**src/mips_pkg.sv**
```systemverilog
package mips_pkg;

    // architectural data word
    localparam int WORD_W = 32;

    // request tag width, enough to tell in-flight divides apart
    localparam int TAG_W = 4;

    // dividend, divisor, quotient (LO) and remainder (HI)
    typedef logic [WORD_W-1:0] word_t;

    // returned unchanged with the result
    typedef logic [TAG_W-1:0] tag_t;

endpackage

```
**src/div_pkg.sv**
```systemverilog
package div_pkg;

    // one quotient bit per step
    localparam int STEP_W = 5;

    // lane FSM
    typedef enum logic [1:0] {
        LANE_IDLE,
        LANE_RUN,
        LANE_HOLD
    } lane_state_t;

    // step counter, 0 to 31
    typedef logic [STEP_W-1:0] step_t;

    // last step of a 32-bit divide
    localparam step_t STEP_LAST = step_t'(31);

endpackage

```
**src/div_lane.sv**
```systemverilog
module div_lane
    import mips_pkg::*;
    import div_pkg::*;
(
    input  logic  clk,
    input  logic  rst,
    input  logic  start,
    input  word_t dividend,
    input  word_t divisor,
    input  tag_t  tag,
    input  logic  ack,
    output logic  idle,
    output logic  valid,
    output word_t quot,
    output word_t rem,
    output tag_t  tag_out
);

    lane_state_t state;
    step_t       step;
    word_t       divs;
    logic [32:0] trial;
    logic        take;

    assign idle  = (state == LANE_IDLE);
    assign valid = (state == LANE_HOLD);
    assign take  = idle && start;

    // shift the next dividend bit into the partial remainder and try the subtract
    assign trial = {rem, quot[31]} - {1'b0, divs};

    always_ff @(posedge clk) begin
        if (rst) begin
            state <= LANE_IDLE;
            step  <= '0;
        end else begin
            case (state)
                LANE_IDLE: begin
                    if (start) begin
                        state <= LANE_RUN;
                        step  <= '0;
                    end
                end
                LANE_RUN: begin
                    step <= step + 1'b1;
                    if (step == STEP_LAST) begin
                        state <= LANE_HOLD;
                    end
                end
                LANE_HOLD: begin
                    // result stays put until the collector takes it
                    if (ack) begin
                        state <= LANE_IDLE;
                    end
                end
                default: begin
                    state <= LANE_IDLE;
                end
            endcase
        end
    end

    // quot starts as the dividend and fills with quotient bits from the right
    always_ff @(posedge clk) begin
        if (take) begin
            rem     <= '0;
            quot    <= dividend;
            divs    <= divisor;
            tag_out <= tag;
        end else if (state == LANE_RUN) begin
            if (!trial[32]) begin
                // subtract fits, keep the difference
                rem  <= trial[31:0];
                quot <= {quot[30:0], 1'b1};
            end else begin
                // restore, just keep the shifted remainder
                rem  <= {rem[30:0], quot[31]};
                quot <= {quot[30:0], 1'b0};
            end
        end
    end

endmodule

```
**config.mk**
```make
export PLATFORM = sky130hd
export DESIGN_NAME = div_lane
export DESIGN_NICKNAME = d
export VERILOG_FILES = /design/src/mips_pkg.sv /design/src/div_pkg.sv /design/src/div_lane.sv
export SDC_FILE = /design/constraint.sdc
export NUM_CORES = 1
export LEC_CHECK = 0
export ABC_AREA = 0
export BUFFER_PORTS_ARGS = -buffer_cell sky130_fd_sc_hd__buf_2
export CORE_ASPECT_RATIO = 1.2
export CORE_MARGIN = 4
export CORE_UTILIZATION = 55
export CTS_BUF_LIST = sky130_fd_sc_hd__clkbuf_16
export DETAILED_ROUTE_END_ITERATION = 8
export GPL_TIMING_DRIVEN = 0
export PLACE_DENSITY = 0.84
export SLEW_MARGIN = 0
export SYNTH_ARGS = -nofsm -noshare
export SYNTH_HDL_FRONTEND = slang
export SYNTH_SLANG_ARGS = --single-unit
```
**constraint.sdc**
```tcl
create_clock -name clk -period 9.56 [get_ports clk]
set_clock_uncertainty 0.1 [all_clocks]
set_input_delay 0.478 -clock clk [delete_from_list [all_inputs] [get_ports clk]]
set_output_delay 0.478 -clock clk [all_outputs]
set_load 0.05 [all_outputs]
```
## Yosys cells after proc, flatten, opt, wreduce, memory -nomap -nowiden

Cells that the tools add are included.

- Add/sub/neg operators: 2
- Multipliers: 0
- Div/mod/pow operators: 0
- Order comparisons: 0
- Equality and inequality tests: 6
- Shift-type cells: 0
- Multiplexer cells: 10
- Bitwise gates (word level): 0
- Reductions and logical operators: 6

Operators with widths:

| kind | number |
|---|---|
| $mux 32 | 3 |
| $sub 33x32->33 | 1 |
| $pmux 5 s2 | 1 |
| $mux 2 | 3 |
| $ne 2x2->1 const B | 3 |
| $pmux 2 s3 | 1 |
| $add 5x1->5 const B | 1 |
| $eq 5x5->1 const B | 1 |
| $mux 5 | 1 |
| $reduce_bool 2->1 | 2 |
| $reduce_and 3->1 | 1 |
| $eq 2x1->1 const B | 1 |
| $eq 2x2->1 const B | 1 |
| $logic_not 2->1 | 1 |
| $reduce_and 2->1 | 1 |
| $logic_and 1x1->1 | 1 |
| $mux 1 | 1 |

- Flip-flop bits (word level): 107
- Bits in latches: 0
- Bits in writable memories: 0
- Bits in read-only memories: 0
- Bits of input ports: 72
- Word-level logic and storage cells: 30
- Memories: 0

## Longest topological paths before layout

- Depth after elaboration: 4
- Depth in mapped cells: 13
- Depth with buffers taken out: 11

## Worst setup path after synthesis

No wires, ideal clock.

- Path kind: register to register
- Start: reg quot[31]
- End: reg rem[27]
- Library setup time: 0.137 ns
- Arrival time: 3.175 ns
- Data required time: 9.323 ns
- Setup slack: 6.148 ns
- Cell stages (with the launch flop): 14
- Period minus slack after synthesis: 3.412 ns
- Cell sequence: edfxtp_1 inv_1 ha_1 fa_1 nand2b_1 a21o_1 a31oi_1 nor2_1 o2111a_2 o41a_1 buf_6 buf_2 nand4_1 o211ai_1

- Longest elaborated chain between the ends: 2

Ends and longest elaborated chain:

| item | RTL line | source |
|---|---|---|
| start, declared | div_lane.sv:14 | `output word_t quot,` |
| start signal, assigned | div_lane.sv:67 | `quot <= dividend;` |
| start signal, assigned | div_lane.sv:74 | `quot <= {quot[30:0], 1'b1};` |
| start signal, assigned | div_lane.sv:78 | `quot <= {quot[30:0], 1'b0};` |
| $sub 33x32->33 | div_lane.sv:30 | `assign trial = {rem, quot[31]} - {1'b0, divs};` |
| $mux 32 | div_lane.sv:71 | `if (!trial[32]) begin` |
| end signal, assigned | div_lane.sv:73 | `rem <= trial[31:0];` |
| end signal, assigned | div_lane.sv:77 | `rem <= {rem[30:0], quot[31]};` |
| end, declared | div_lane.sv:15 | `output word_t rem,` |

Every way passes these cells.
A chain may end at the register's enable or synchronous reset.

## Worst setup path after layout

- Start: reg quot[31]
- End: reg rem[25]

Same word-level chain as after synthesis.

==> metrics.md <==
| Metric | Value |
|---|---|
| Hold Crit Start | divisor[24] |
| CTS tree | built |
| CP Max Fanout | 8 |
| H-Tree Depth | 3 |
| Setup crit end kind | flop |
| Inserted Diodes | 0 |
| Cts bufs inserted | 9 |
| Cell Pwr Density | 317 nW/um^2 |
| Vias in the first global route | 5875 |
| Die X | 105 um |
| Post-synthesis async set-or-reset flop share | 0% |
| PortBufs | 141 |
| Crit path max-delay cell type | o21ai_1 |
| Area delta synth->final | 19.5% |
| Final setup viols | 0 |
| Setup_tns | 0 ns |
| Clock Tree Buf Depth | 2 |
| Sink Count | 107 |
| Reg2reg start | quot[31] |
| Gr usage total | 27.0% |
| Final core utilization | 67.6% |
| HPWL Detailed | 13.1 mm |
| Place WS | 6.02 ns |
| Count leader, synth | nand2_1 |
| Library cells used by synthesis | 56 |
| Final Hold Slack | 0.184 ns |
| Clock Tree Root | clkbuf_16 |
| Worst-Skew Late Latency | 0.36 ns |
| Met3 routed WL | 1.55 mm |
| Die height | 125 um |
| Post-synth EDFFs | 68 |
| F_max | 274 MHz |
| DR WL/cell | 18.1 um |
| Final WS setup | 5.91 ns |
| Most used DFF post-synth | edfxtp_1 |
| Unrepaired setup endpoints after global routing | false |
| Synthesized area per cell | 9.40 um^2 |
| Drt pass-1 iters | 5 |
| Slew @ Worst Pin | 1.19 ns |
| M1 wire length | 7.00 mm |
| Post-CTS Resized | 0 |
| Worst Setup EP | rem[25] |
| Critical path class | reg2reg |
| Nets | 927 |
| Startpoint type of the worst setup path | flop |
| Fin. Hold Viols | 0 |
| Final Cell Area | 7490 um^2 |
| Std-Cell Rows | 42 |
| P_leak | 3.55 nW |
| Critical Path Start | quot[31] |
| Crit-path max cell delay | 0.62 ns |
| DR vias | 5753 |
| Via-per-instance ratio | 5.88 |
| Cell Chain, Critical Path | inv_1 -> ha_1 -> fa_1 -> nand2b_1 -> a21o_1 -> a31oi_1 -> o21ai_0 -> a21oi_1 -> a21oi_1 -> o21ai_1 -> o21ai_0 |
| R2R depth | 11 |
| Post-cts hold buffer count | 0 |
| WP data required | 9.65 ns |
| Post-synth net total | 774 |
| Grt ovf | 0 |
| Antenna violations before repair | 0 |
| Metal2 WL | 8.59 mm |
| Max VDD drop | 0.000146 V |
| Setup bufs post-CTS | 0 |
| DP Area | 7190 um^2 |
| Routed WL | 17.7 mm |
| #FFs+latches synth | 107 |
| Slew Limit Fails | 0 |
| Core box area | 11100 um^2 |
| # DRC | 0 |
| Status | finished clean |
| Hold Path Class | in2reg |
| CTS clk-pin slew, worst paths | 0.08 ns |
| Arr. time, crit path | 3.74 ns |
| Die Area | 13200 um^2 |
| DR top layer | met4 |
| Top-area cell type share of the netlist area | 32.6% |
| RD Place Congestion | 0.953 |
| Initial DRC count | 415 |
| Final ANT Viol Nets | 0 |
| Cell taking the most area after synthesis | edfxtp_1 |
| Post-Syn Area | 6270 um^2 |
| Syn Inst Count | 667 |
| Period minus WS final | 3.65 ns |
| R2R Path End | rem[25] |
| Slew margin rel. | 20.3% |
| Synth top area cells | edfxtp_1, dfxtp_1, nand2_1 |
| Max_cap viols | 0 |
| Most instantiated cells after synthesis | nand2_1, edfxtp_1, inv_1 |
| Yosys warns | 0 |
| Layout cells sized above 1 | 22.3% |
| # fillers | 910 |
| Global-route wire length before repair | 28.7 mm |
| I/O pins | 142 |
| Largest net degree at the start of global routing | 33 |
| R2R setup slack | 5.91 ns |
| Initial Util | 56.6% |
| Sequential area share after synthesis | 45.0% |
| Fin crit share | 38.2% |
-- critical path: cells and delay by family (launching register included) --
kind	cells	cell delay [ns]
compound gates	7	2.13
fa+ha+maj	2	0.61
flops	1	0.38
simple gates	1	0.20
buf+inv	1	0.06
-- flip-flops by register name (all words and copies together), names as in the netlist --
register / count
quot: 32
state: 2
rem: 32
tag_out: 4
step: 5
divs: 32
-- layout make-up --
class / count / area (um^2) / share of cell area [%]
Clock inverter: 7 / 75.1 / 1.00
Multi-Input combinational cell: 483 / 3120 / 41.7
Inverter: 41 / 154 / 2.05
Tap cell: 154 / 193 / 2.57
Clock buffer: 9 / 225 / 3.01
Buffer: 36 / 171 / 2.29
Sequential cell: 107 / 2820 / 37.7
Timing Repair Buffer: 142 / 726 / 9.69
-- logic make-up (layout without fill, tap and decap cells) --
group                      Yosys count  in the layout  share of synthesized area [%]
buffers and inverters               77            235                           5.17
and+or+nand+nor                    247            247                           18.1
xor gates and xnor gates            26             26                           3.63
AOI/OAI and AO/OA                  175            175                           21.0
DFF                                107            107                           45.0
adders and majority gates           35             35                           7.10
-- worst min path at each step --
stage / end / cells past startpoint
detailed placement: step[4] / 2
floorplan: step[4] / 2
finish: divs[24] / 1
CTS: divs[24] / 1
global route: divs[27] / 1
global placement: step[4] / 2
-- report_power, final --
group,switching [W],internal [W]
clock,0.000179,0.000206
combinational,0.000895,0.000415
sequential,0.0000904,0.000592
-- cell usage in the layout, fill, tap and decap left out, types with 3 or more instances in the layout --
cell	Yosys	layout
buf_2	4	145
nand2_1	132	132
edfxtp_1	68	68
inv_1	40	41
a21oi_1	39	39
dfxtp_1	39	39
ha_1	34	34
clkbuf_1	27	26
and3_1	26	26
nor2_1	23	23
a21o_1	20	20
xnor2_1	17	17
o21ai_0	16	16
nand4_1	15	15
a311o_1	15	15
nand3_1	14	14
o211ai_1	14	14
nand2b_1	10	10
a211oi_2	10	10
o21a_1	9	9
xor2_1	9	9
a211oi_1	9	9
clkbuf_16	0	9
nor3_1	6	6
a31oi_1	5	5
and2_1	5	5
o21bai_1	5	5
nor2b_1	5	5
or2_2	5	5
a41oi_1	5	5
buf_6	4	4
o31ai_1	4	4
o311ai_0	3	3
a221o_1	3	3
-- stage by stage --
stage	std cells	total power, W
floorplan	667	0.00165
global placement	962	0.00195
detailed placement	963	0.00197
CTS	979	0.00236
global route	979	0.00250
finish	979	0.00238
-- per-layer routing --
metal / vias to the layer above / global-route usage (%)
met4: 0 / 12.2
met2: 283 / 44.9
met1: 2668 / 33.6
met3: 54 / 5.72
met5: - / 0
li1: 2748 / -
Power figures use the tool's default switching activity.
